### config.mk
export PLATFORM = sky130hd
export DESIGN_NAME = ecc_mem_top
export DESIGN_NICKNAME = d
export VERILOG_FILES = /design/src/source/ecc_pkg.sv /design/src/source/ecc_65_cal.sv /design/src/source/ecc_store.sv /design/src/source/ecc_ctrl.sv /design/src/source/ecc_err_log.sv /design/src/source/ecc_mem_top.sv
export SDC_FILE = /design/constraint.sdc
export NUM_CORES = 2
export LEC_CHECK = 0
export BUFFER_PORTS_ARGS = -buffer_cell sky130_fd_sc_hd__clkbuf_2
export CAP_MARGIN = 20
export CORE_AREA = 2 2 306 308
export CTS_CLUSTER_SIZE = 28
export DETAILED_ROUTE_END_ITERATION = 10
export DIE_AREA = 0 0 308 310
export HOLD_SLACK_MARGIN = 0.15
export PLACE_DENSITY = 0.86
export REMOVE_ABC_BUFFERS = 1
export SKIP_LAST_GASP = 1
export SLEW_MARGIN = 15
export SYNTH_ARGS = -nofsm -noshare
export SYNTH_HDL_FRONTEND = slang
export SYNTH_SLANG_ARGS = --single-unit
### constraint.sdc
create_clock -name clk -period 15.1 [get_ports clk]
set_input_delay 0 -clock clk [delete_from_list [all_inputs] [get_ports clk]]
set_output_delay 0 -clock clk [all_outputs]
set_load 0.03 [all_outputs]
### src/source/ecc_pkg.sv
package ecc_pkg;

    // code geometry of the 65-bit SECDED code.
    localparam int DATA_W   = 65;
    localparam int PARITY_W = 8;

    // a stored word keeps the check bits above the data bits.
    localparam int CODE_W   = DATA_W + PARITY_W;

    // width of each error counter in the log.
    localparam int COUNT_W  = 16;

    // background scrubber steps.
    typedef enum logic [1:0] {
        S_READ  = 2'd0,
        S_CHECK = 2'd1,
        S_FIX   = 2'd2
    } scrub_state_t;

endpackage

### src/source/ecc_65_cal.sv
`timescale 1ns/1ns

module ecc_65_cal
    import ecc_pkg::*;
(
    input  logic [DATA_W-1:0]   data_in,
    input  logic [PARITY_W-1:0] parity_in,
    input  logic                bypass,
    output logic [DATA_W-1:0]   data_out,
    output logic [PARITY_W-1:0] parity_out,
    output logic [DATA_W-1:0]   mask,
    output logic                sbit_err,
    output logic                dbit_err
);

    // check matrix columns, one byte per data bit, data bit 64 first.
    // each byte lists the check bits that cover that data bit.
    localparam logic [DATA_W*PARITY_W-1:0] H_COLS = {
        8'hC8, 8'hC7, 8'h46, 8'h45, 8'hC4, 8'h43, 8'hC2, 8'hC1,
        8'hBF, 8'h3E, 8'h3D, 8'hBC, 8'h3B, 8'hBA, 8'hB9, 8'h38,
        8'h37, 8'hB6, 8'hB5, 8'h34, 8'hB3, 8'h32, 8'h31, 8'hB0,
        8'h2F, 8'hAE, 8'hAD, 8'h2C, 8'hAB, 8'h2A, 8'h29, 8'hA8,
        8'hA7, 8'h26, 8'h25, 8'hA4, 8'h23, 8'hA2, 8'hA1, 8'h1F,
        8'h9E, 8'h9D, 8'h1C, 8'h9B, 8'h1A, 8'h19, 8'h98, 8'h97,
        8'h16, 8'h15, 8'h94, 8'h13, 8'h92, 8'h91, 8'h8F, 8'h0E,
        8'h0D, 8'h8C, 8'h0B, 8'h8A, 8'h89, 8'h07, 8'h86, 8'h85,
        8'h83
    };

    logic [PARITY_W-1:0] syndrome;
    logic [PARITY_W-1:0] syndrome_m1;
    logic                parity_bit_err;
    logic                single_err;
    logic                double_err;

    // check bits are the XOR of the columns of all set data bits.
    always_comb begin
        parity_out = '0;
        for (int i = 0; i < DATA_W; i++) begin
            parity_out = parity_out
                       ^ ({PARITY_W{data_in[i]}} & H_COLS[i*PARITY_W +: PARITY_W]);
        end
    end

    assign syndrome    = parity_in ^ parity_out;
    assign syndrome_m1 = syndrome - 1'b1;

    // a syndrome equal to a column points at the data bit to flip.
    always_comb begin
        mask = '0;
        for (int i = 0; i < DATA_W; i++) begin
            mask[i] = (syndrome == H_COLS[i*PARITY_W +: PARITY_W]);
        end
    end

    // a one-hot syndrome means a flipped check bit, the data is intact.
    assign parity_bit_err = (syndrome != '0) && ((syndrome & syndrome_m1) == '0);

    assign single_err = (|mask) || parity_bit_err;
    assign double_err = (syndrome != '0) && !single_err;

    assign data_out = bypass ? data_in : (data_in ^ mask);
    assign sbit_err = bypass ? 1'b0 : single_err;
    assign dbit_err = bypass ? 1'b0 : double_err;

endmodule

### src/source/ecc_store.sv
`timescale 1ns/1ns

module ecc_store
    import ecc_pkg::*;
#(
    parameter int ADDR_WIDTH = 4
)
(
    input  logic                  clk,
    input  logic                  en,
    input  logic                  we,
    input  logic [ADDR_WIDTH-1:0] addr,
    input  logic [CODE_W-1:0]     wdata,
    output logic [CODE_W-1:0]     rdata
);

    localparam int DEPTH = 2 ** ADDR_WIDTH;

    logic [CODE_W-1:0] mem [DEPTH];

    // single port, the read word is registered and held until the next read.
    always_ff @(posedge clk) begin
        if (en) begin
            if (we) begin
                mem[addr] <= wdata;
            end else begin
                rdata <= mem[addr];
            end
        end
    end

endmodule

### src/source/ecc_ctrl.sv
`timescale 1ns/1ns

module ecc_ctrl
    import ecc_pkg::*;
#(
    parameter int ADDR_WIDTH = 4
)
(
    input  logic                  clk,
    input  logic                  reset,
    input  logic                  req,
    input  logic                  we,
    input  logic [ADDR_WIDTH-1:0] addr,
    input  logic [DATA_W-1:0]     wdata,
    input  logic [DATA_W-1:0]     inj_data,
    input  logic [PARITY_W-1:0]   inj_parity,
    input  logic                  bypass,
    input  logic                  scrub_en,
    input  logic [PARITY_W-1:0]   enc_parity,
    input  logic [DATA_W-1:0]     dec_data,
    input  logic                  dec_sbit,
    input  logic                  dec_dbit,
    output logic [DATA_W-1:0]     enc_data,
    output logic                  mem_en,
    output logic                  mem_we,
    output logic [ADDR_WIDTH-1:0] mem_addr,
    output logic [CODE_W-1:0]     mem_wdata,
    output logic                  dec_bypass,
    output logic                  chk_valid,
    output logic [ADDR_WIDTH-1:0] chk_addr,
    output logic                  rd_valid,
    output logic [DATA_W-1:0]     rdata,
    output logic                  sbit_err,
    output logic                  dbit_err
);

    scrub_state_t          state;
    logic [ADDR_WIDTH-1:0] scrub_addr;
    logic [DATA_W-1:0]     fix_data;
    logic                  scrub_rd;
    logic                  host_wr_hit;
    logic                  host_rd_q;
    logic                  scrub_rd_q;
    logic                  byp_q;
    logic [ADDR_WIDTH-1:0] rd_addr_q;

    // the host always owns the port when it asks for it.
    assign scrub_rd = !req && scrub_en && (state == S_READ);

    // a host write to the word under repair makes the held fix stale.
    assign host_wr_hit = req && we && (addr == scrub_addr);

    always_comb begin
        mem_en   = 1'b0;
        mem_we   = 1'b0;
        mem_addr = scrub_addr;
        enc_data = fix_data;
        if (req) begin
            mem_en   = 1'b1;
            mem_we   = we;
            mem_addr = addr;
            enc_data = wdata;
        end else if (scrub_rd) begin
            mem_en   = 1'b1;
        end else if (state == S_FIX) begin
            mem_en   = 1'b1;
            mem_we   = 1'b1;
        end
    end

    // fault masks only apply to host writes.
    assign mem_wdata = req ? {enc_parity ^ inj_parity, enc_data ^ inj_data}
                           : {enc_parity, enc_data};

    always_ff @(posedge clk) begin
        if (reset) begin
            host_rd_q  <= 1'b0;
            scrub_rd_q <= 1'b0;
            byp_q      <= 1'b0;
        end else begin
            host_rd_q  <= req && !we;
            scrub_rd_q <= scrub_rd;
            byp_q      <= req && !we && bypass;
        end
    end

    always_ff @(posedge clk) begin
        if (mem_en && !mem_we) begin
            rd_addr_q <= mem_addr;
        end
    end

    assign dec_bypass = byp_q;
    assign chk_valid  = host_rd_q || scrub_rd_q;
    assign chk_addr   = rd_addr_q;

    assign rd_valid = host_rd_q;
    assign rdata    = dec_data;
    assign sbit_err = host_rd_q && dec_sbit;
    assign dbit_err = host_rd_q && dec_dbit;

    always_ff @(posedge clk) begin
        if (reset) begin
            state      <= S_READ;
            scrub_addr <= '0;
        end else begin
            case (state)
                S_READ: begin
                    if (scrub_rd) begin
                        state <= S_CHECK;
                    end
                end
                S_CHECK: begin
                    if (dec_sbit && !host_wr_hit) begin
                        state <= S_FIX;
                    end else begin
                        state      <= S_READ;
                        scrub_addr <= scrub_addr + 1'b1;
                    end
                end
                S_FIX: begin
                    // either the fix is written or a host write replaced the word.
                    if (!req || host_wr_hit) begin
                        state      <= S_READ;
                        scrub_addr <= scrub_addr + 1'b1;
                    end
                end
                default: begin
                    state <= S_READ;
                end
            endcase
        end
    end

    always_ff @(posedge clk) begin
        if (state == S_CHECK) begin
            fix_data <= dec_data;
        end
    end

endmodule

### src/source/ecc_err_log.sv
`timescale 1ns/1ns

module ecc_err_log
    import ecc_pkg::*;
#(
    parameter int ADDR_WIDTH = 4
)
(
    input  logic                  clk,
    input  logic                  reset,
    input  logic                  chk_valid,
    input  logic [ADDR_WIDTH-1:0] chk_addr,
    input  logic                  dec_sbit,
    input  logic                  dec_dbit,
    output logic [COUNT_W-1:0]    sbit_count,
    output logic [COUNT_W-1:0]    dbit_count,
    output logic [ADDR_WIDTH-1:0] last_err_addr
);

    always_ff @(posedge clk) begin
        if (reset) begin
            sbit_count    <= '0;
            dbit_count    <= '0;
            last_err_addr <= '0;
        end else if (chk_valid) begin
            // counters stick at their maximum.
            if (dec_sbit && (sbit_count != '1)) begin
                sbit_count <= sbit_count + 1'b1;
            end
            if (dec_dbit && (dbit_count != '1)) begin
                dbit_count <= dbit_count + 1'b1;
            end
            if (dec_sbit || dec_dbit) begin
                last_err_addr <= chk_addr;
            end
        end
    end

endmodule

### src/source/ecc_mem_top.sv
`timescale 1ns/1ns

module ecc_mem_top
    import ecc_pkg::*;
#(
    parameter int ADDR_WIDTH = 4
)
(
    input  logic                  clk,
    input  logic                  reset,
    input  logic                  req,
    input  logic                  we,
    input  logic [ADDR_WIDTH-1:0] addr,
    input  logic [DATA_W-1:0]     wdata,
    input  logic [DATA_W-1:0]     inj_data,
    input  logic [PARITY_W-1:0]   inj_parity,
    input  logic                  bypass,
    input  logic                  scrub_en,
    output logic                  rd_valid,
    output logic [DATA_W-1:0]     rdata,
    output logic                  sbit_err,
    output logic                  dbit_err,
    output logic [COUNT_W-1:0]    sbit_count,
    output logic [COUNT_W-1:0]    dbit_count,
    output logic [ADDR_WIDTH-1:0] last_err_addr
);

    logic [DATA_W-1:0]     enc_data;
    logic [PARITY_W-1:0]   enc_parity;
    logic                  mem_en;
    logic                  mem_we;
    logic [ADDR_WIDTH-1:0] mem_addr;
    logic [CODE_W-1:0]     mem_wdata;
    logic [CODE_W-1:0]     mem_rdata;
    logic                  dec_bypass;
    logic [DATA_W-1:0]     dec_data;
    logic                  dec_sbit;
    logic                  dec_dbit;
    logic                  chk_valid;
    logic [ADDR_WIDTH-1:0] chk_addr;

    ecc_ctrl #(
        .ADDR_WIDTH (ADDR_WIDTH)
    ) u_ctrl (
        .clk        (clk),
        .reset      (reset),
        .req        (req),
        .we         (we),
        .addr       (addr),
        .wdata      (wdata),
        .inj_data   (inj_data),
        .inj_parity (inj_parity),
        .bypass     (bypass),
        .scrub_en   (scrub_en),
        .enc_parity (enc_parity),
        .dec_data   (dec_data),
        .dec_sbit   (dec_sbit),
        .dec_dbit   (dec_dbit),
        .enc_data   (enc_data),
        .mem_en     (mem_en),
        .mem_we     (mem_we),
        .mem_addr   (mem_addr),
        .mem_wdata  (mem_wdata),
        .dec_bypass (dec_bypass),
        .chk_valid  (chk_valid),
        .chk_addr   (chk_addr),
        .rd_valid   (rd_valid),
        .rdata      (rdata),
        .sbit_err   (sbit_err),
        .dbit_err   (dbit_err)
    );

    // write path encoder, only its check bits are used.
    ecc_65_cal u_enc (
        .data_in    (enc_data),
        .parity_in  ('0),
        .bypass     (1'b0),
        .data_out   (),
        .parity_out (enc_parity),
        .mask       (),
        .sbit_err   (),
        .dbit_err   ()
    );

    ecc_store #(
        .ADDR_WIDTH (ADDR_WIDTH)
    ) u_store (
        .clk   (clk),
        .en    (mem_en),
        .we    (mem_we),
        .addr  (mem_addr),
        .wdata (mem_wdata),
        .rdata (mem_rdata)
    );

    // read path checker on the word out of the store.
    ecc_65_cal u_dec (
        .data_in    (mem_rdata[DATA_W-1:0]),
        .parity_in  (mem_rdata[CODE_W-1:DATA_W]),
        .bypass     (dec_bypass),
        .data_out   (dec_data),
        .parity_out (),
        .mask       (),
        .sbit_err   (dec_sbit),
        .dbit_err   (dec_dbit)
    );

    ecc_err_log #(
        .ADDR_WIDTH (ADDR_WIDTH)
    ) u_log (
        .clk           (clk),
        .reset         (reset),
        .chk_valid     (chk_valid),
        .chk_addr      (chk_addr),
        .dec_sbit      (dec_sbit),
        .dec_dbit      (dec_dbit),
        .sbit_count    (sbit_count),
        .dbit_count    (dbit_count),
        .last_err_addr (last_err_addr)
    );

endmodule

### After elaboration in Yosys (flattened, before gate mapping)

Memory sizes are Yosys's and may differ from the RTL's. A register that Yosys moved wholly into a read port is not among the register bits.
Index checks and enable logic that the tools add are counted.

| word-level totals | value |
|---|---|
| bits of input ports | 148 |
| output and inout bits | 104 |
| word-level logic and storage cells | 277 |
| memories kept | 1 |
| register bits after elaboration | 114 |
| memory bits (writable) | 1,168 |

Memory list:

| memory | depth | bits a word | read ports | clocked after Yosys merged registers in | write ports | line | text |
|---|---|---|---|---|---|---|---|
| u_store.mem | 16 | 73 | 1 | 1 | 1 | ecc_store.sv:19 | `logic [CODE_W-1:0] mem [DEPTH];` |

| operators by class | value |
|---|---|
| bitwise gates (word level) | 134 |
| add/subtract/negate cells | 4 |
| equal/unequal tests | 73 |
| mux-type cells | 21 |
| reductions and logical operators | 34 |

Operator list:

| kind | count |
|---|---|
| $xor 8x8->8 | 72 |
| $eq 8x8->1 const B | 36 |
| $xor 8x6->8 | 30 |
| $mux 65 | 2 |
| $xor 65x65->65 | 2 |
| $eq 8x6->1 const B | 15 |
| $xor 8x5->8 | 14 |
| $mux 73 | 1 |
| $reduce_or 65->1 | 1 |
| $eq 8x5->1 const B | 7 |
| $xor 8x4->8 | 6 |
| $xor 8x7->8 | 6 |
| $add 16x1->16 const B | 2 |
| $ne 16x16->1 const B | 2 |
| $eq 8x4->1 const B | 3 |
| $eq 8x7->1 const B | 3 |
| $xor 8x3->8 | 2 |
| $logic_and 1x1->1 | 14 |
| $mux 4 | 3 |
| $mux 1 | 10 |
| $reduce_and 2->1 | 5 |
| $and 8x8->8 | 1 |
| $eq 8x3->1 const B | 1 |
| $logic_not 8->1 | 1 |
| other kinds (17) | 27 |

### Depth between registers and ports, before layout

| depth | value |
|---|---|
| word-level depth | 75 |
| mapped depth | 18 |
| depth with buffers taken out | 14 |

### Cells and area by module

A second synthesis with hierarchy kept.

| unflattened totals | value |
|---|---|
| cell total of the unflattened synthesis | 3,694 |
| area total of the unflattened synthesis | 61,134.9 um^2 |

By module, submodules not included:

| module | sequential area each (um^2) | times used | area an instance (um^2) | cells an instance |
|---|---|---|---|---|
| ecc_store | 37,265.7 | 1 | 45,881.5 | 1,880 |
| ecc_65_cal | 0.0 | 2 | 4,132.7 | 554 |
| ecc_ctrl | 2,252.2 | 1 | 5,163.7 | 493 |
| ecc_err_log | 720.7 | 1 | 1,820.5 | 212 |
| ecc_mem_top | 0.0 | 1 | 3.8 | 1 |

### Worst setup path before layout

No wires, ideal clock.

| path | value |
|---|---|
| kind | input to register |
| start point | input req |
| end point | register u_ctrl.rd_addr_q[0], in the netlist u_ctrl.chk_addr[0] (enable) |
| setup time | 0.625 ns |
| data required time | 14.475 ns |
| stages | 7 |
| arrival time | 7.015 ns |
| path slack | 7.460 ns |
| buffers on the path | 6 |
| cells stage by stage | clkbuf_1 -> clkbuf_1 -> clkbuf_1 -> clkbuf_1 -> buf_1 -> buf_1 -> o31ai_1 |

| on the way | value |
|---|---|
| cells in the longest elaborated chain, start to end | 7 |
| elaborated cells between the ends (all ways) | 9 |
| classes of those cells | 4 x mux; 5 x reduce/logical |

RTL lines:

| what | line | text |
|---|---|---|
| from (decl) | ecc_mem_top.sv:11 | `input logic req,` |
| $logic_not 1->1 | ecc_ctrl.sv:48 | `assign scrub_rd = !req && scrub_en && (state == S_READ);` |
| $logic_and 1x1->1 (2 in series) | ecc_ctrl.sv:48 |  |
| $mux 1 | ecc_ctrl.sv:63 | `end else if (scrub_rd) begin` |
| $mux 1 | ecc_ctrl.sv:58 | `if (req) begin` |
| $logic_not 1->1 | ecc_ctrl.sv:88 | `if (mem_en && !mem_we) begin` |
| $logic_and 1x1->1 (*) | ecc_ctrl.sv:88 |  |
| to (signal assigned) | ecc_ctrl.sv:89 | `rd_addr_q <= mem_addr;` |
| to (decl) | ecc_ctrl.sv:45 | `logic [ADDR_WIDTH-1:0] rd_addr_q;` |

Mark *: on every way between the ends. The rest lies on a longest branch, timed or not.
A chain may end at the register's enable or synchronous reset.

### Worst setup path in the final report

| path | value |
|---|---|
| start point | register u_store.rdata[19] (read register of u_store.mem) |
| end point | output dbit_err |

| on the way | value |
|---|---|
| cells in the longest elaborated chain, start to end | 56 |
| elaborated cells between the ends (all ways) | 123 |
| classes of those cells | 1 x add/sub; 65 x eq/ne; 1 x mux; 48 x bitwise; 8 x reduce/logical |

RTL lines:

| what | line | text |
|---|---|---|
| from (decl) | ecc_store.sv:14 | `output logic [CODE_W-1:0] rdata` |
| $xor 8x5->8 (*) (2 in series) | ecc_65_cal.sv:41 | `^ ({PARITY_W{data_in[i]}} & H_COLS[i*PARITY_W +: PARITY_W]);` |
| $xor 8x8->8 (*) | ecc_65_cal.sv:41 |  |
| $xor 8x5->8 (*) | ecc_65_cal.sv:41 |  |
| $xor 8x8->8 (*) (2 in series) | ecc_65_cal.sv:41 |  |
| $xor 8x5->8 (*) | ecc_65_cal.sv:41 |  |
| $xor 8x8->8 (*) (2 in series) | ecc_65_cal.sv:41 |  |
| $xor 8x6->8 (*) | ecc_65_cal.sv:41 |  |
| $xor 8x8->8 (*) | ecc_65_cal.sv:41 |  |
| [... 37 more ...] | -- |  |
| $and 8x8->8 | ecc_65_cal.sv:57 | `assign parity_bit_err = (syndrome != '0) && ((syndrome & syndrome_m1) == '0);` |
| $logic_not 8->1 | ecc_65_cal.sv:57 |  |
| $logic_and 1x1->1 | ecc_65_cal.sv:57 |  |
| $logic_or 1x1->1 | ecc_65_cal.sv:59 | `assign single_err = (\|mask) \|\| parity_bit_err;` |
| $logic_not 1->1 | ecc_65_cal.sv:60 | `assign double_err = (syndrome != '0) && !single_err;` |
| $logic_and 1x1->1 (*) | ecc_65_cal.sv:60 |  |
| $mux 1 (*) | ecc_65_cal.sv:64 | `assign dbit_err = bypass ? 1'b0 : double_err;` |
| $logic_and 1x1->1 (*) | ecc_ctrl.sv:100 | `assign dbit_err = host_rd_q && dec_dbit;` |
| to (decl) | ecc_mem_top.sv:22 | `output logic dbit_err,` |

Marks and branches as above.

==> flow_metrics.tcl <==
set metrics [dict create \
    status "completed" \
    wl_um 185000 \
    drtIter0Drc 7764 \
    path_cells "xnor2_1 > xnor3_1 > xnor2_1 > xnor3_1 > nor4_1 > o2111a_1 > nor4_1 > and4_1 > nand4_2 > or2_1 > nor4b_1 > clkbuf_2" \
    final.min_clock_period_ns 6.01 \
    worst_skew_pair.late_latency_ns 0.78 \
    grt_pass1_wl_um 264000 \
    grt_max_degree 157 \
    initial_core_util_pct 64.2 \
    cts_resized 0 \
    ys_seq_area_share_pct 67.8 \
    worst_ep_arrival_time_ns 6.01 \
    die_w_um 308 \
    finalCritPeriodShare_pct 39.8 \
    coreArea_sq_mm 0.0925 \
    path_buf_inv 1 \
    clockRootBuffer "clkbuf_16" \
    synth_ff_type "edfxtp_1" \
    clkTransAtPathRegs_ns 0.06 \
    async_reset_ff_share_pct 0 \
    via_count 43500 \
    area_growth_pct 13.8 \
    cp_max_fo 22 \
    die_y_um 310 \
    setup_viol 0 \
    cpPeakStageDelay_ns 1.09 \
    nets 5356 \
    io_buffers 251 \
    drc 0 \
    fmax_ghz 0.167 \
    clock-skew-final_ns 0.0453 \
    synth.distinct_cells 65 \
    drv_slew 0 \
    place_hpwl_um 106000 \
    cp_data_required_time_ns 15.10 \
    grt_pass1_vias 41500 \
    post_drt_via_cell_ratio 6.68 \
    cts_max_level 4 \
    worst_pin_slew_ns 1.19 \
    postRouteAntennaNets 0 \
    n_fill_cell 5536 \
    crit_slowest_cell "xnor3_1" \
    synth-edff-count 1310 \
    antenna_found_initial 4 \
    post-route-util_pct 73.0 \
    drive_gt1_share_pct 11.2 \
    wl_per_cell_um 28.4 \
    gp_congestion 1.04 \
    drt_pre_antenna_iters 7 \
    holdWs_ns 0.189 \
    ioPinCount 252 \
    grtUsageTotal_pct 38.3 \
    finalHoldViolations 0 \
    start_kind "flop" \
    critPathTopFamily "XOR/XNOR gates" \
    rsz0062_at_grt "false" \
    ys.warnings.count 0 \
    syn_area_sq_mm 0.0594 \
    cts_buffer_depth 3 \
    tns_ns 0 \
    endpoint_kind "primary output" \
    multiInputGateArea_sq_mm 0.0181 \
    syn_inst 4885 \
    grt_overflow 0 \
    ys_seq_elements 1355 \
    rows 112 \
    crit_type "reg -> out" \
    numCtsBuffers 134 \
    cts_tree "yes" \
    seq_area_sq_mm 0.0402 \
    hp-class "in -> reg" \
    cts.sinks 1355 \
    slew_headroom_pct 20.1 \
    drv_cap 0 \
    avgSynthCellArea_sq_um 12.2 \
    dieArea_sq_mm 0.0955 \
]
[final timing paths]
path	from	endpoint	slack, ns	cells past startpoint
max reg2reg	u_store.rdata[19]	u_ctrl.state[1]	9.35	15
min reg2reg	u_ctrl.chk_addr[3]	u_log.last_err_addr[3]	0.49	2
max	u_store.rdata[19]	dbit_err	9.09	12
min	addr[0]	u_ctrl.chk_addr[0]	0.19	3
[final cells by class]
type	instances	share of cell area (%)
clock buffers	162	5.18
inverters	19	0.132
well taps	1197	2.22
repair buffers	479	4.99
multi-input cells	3212	26.8
diodes	3	0.0111
flip-flops and latches	1355	59.6
clock inverters	81	1.07
[placed cells by master, fill, tap and decap left out, types with 7 or more instances in the layout]
master	instances
nor4_1	11
clkbuf_1	26
nor2_4	8
clkinv_2	26
nor3_1	30
a311oi_1	147
o21ai_0	19
nand2_1	1272
a21oi_1	112
mux2i_1	21
inv_1	15
dlygate4sd3_1	132
xnor3_1	31
and3_1	79
nor2_1	197
xor2_1	93
edfxtp_1	1310
buf_4	71
clkbuf_2	251
bufinv_16	7
a21oi_2	11
xnor2_1	386
nand3_1	606
clkbuf_4	17
nor3_2	8
or3_1	14
dfxtp_1	45
clkbuf_16	136
a31oi_1	78
clkinv_1	27
nand2b_1	8
[cells in the mapped netlist (all sizes together) (13+ instances only)]
master  instances  area (sq um)
edfxtp       1310         39300
nand2        1274          4790
nand3         606          3030
xnor2         392          3470
clkbuf        269          1010
nor2          205           769
a311oi        147          1290
a21oi         123           616
xor2           94           831
a31oi          79           500
and3           79           494
dfxtp          45           901
nor3           38           190
xnor3          32           722
buf            30           159
mux2i          25           250
o21ai          22           110
inv            18          67.6
or3            14          87.6
nor4           13          93.8
[layer usage]
layer  part of all wire, %  global-route usage (%)
met5                0.0086                       0
met4                   6.9                    23.8
met3                    16                    13.1
met2                    43                    55.8
met1                    34                    49.9
[registers in the layout, summed over array words and instances (netlist names)]
name and cells:
u_ctrl.fix_data 65, u_log.sbit_count 16, u_ctrl.scrub_rd_q 1, u_store.mem 1168, u_ctrl.state 2, u_log.last_err_addr 4, u_store.rdata 73, u_ctrl.rd_valid 1
u_ctrl.dec_bypass 1, u_log.dbit_count 16, u_ctrl.scrub_addr 4, u_ctrl.chk_addr 4
[timing repair]
item / 4_1_cts / 5_1_grt
buffers inserted: 0 / 0
hold buffers: 126 / 6
hold endpoints to repair: 1101 / 60
[kinds of logic (layout without fill, tap and decap cells)]
group / count (synthesis) / in the layout / share of synthesized area, %
other cells: 0 / 3 / 0
simple gates: 2254 / 2254 / 16.2
fa+ha+maj: 7 / 7 / 0.148
xor+xnor: 523 / 523 / 8.66
compound gates: 401 / 401 / 4.65
flops: 1355 / 1355 / 67.8
buf+inv: 318 / 741 / 2.09
mux: 27 / 27 / 0.459
[worst min-delay path, cell delays in order]
cell	delay (ns)
clkbuf_2	0.12
mux2i_4	0.26
inv_8	0.27
[through the flow]
step | worst slack, ns | instances | instance area, sq um
2_1_floorplan | -60.22 | 4586 | 58200
3_3_place_gp | 9.77 | 6105 | 61700
3_5_place_dp | 9.77 | 6107 | 61800
4_1_cts | 9.12 | 6476 | 67200
5_1_grt | 8.86 | 6506 | 67500
6_report | 9.09 | 6508 | 67500
Power is left out: the tool's default activity adds up to more than one toggle a clock period on the data nets, which glitch-free logic cannot reach.
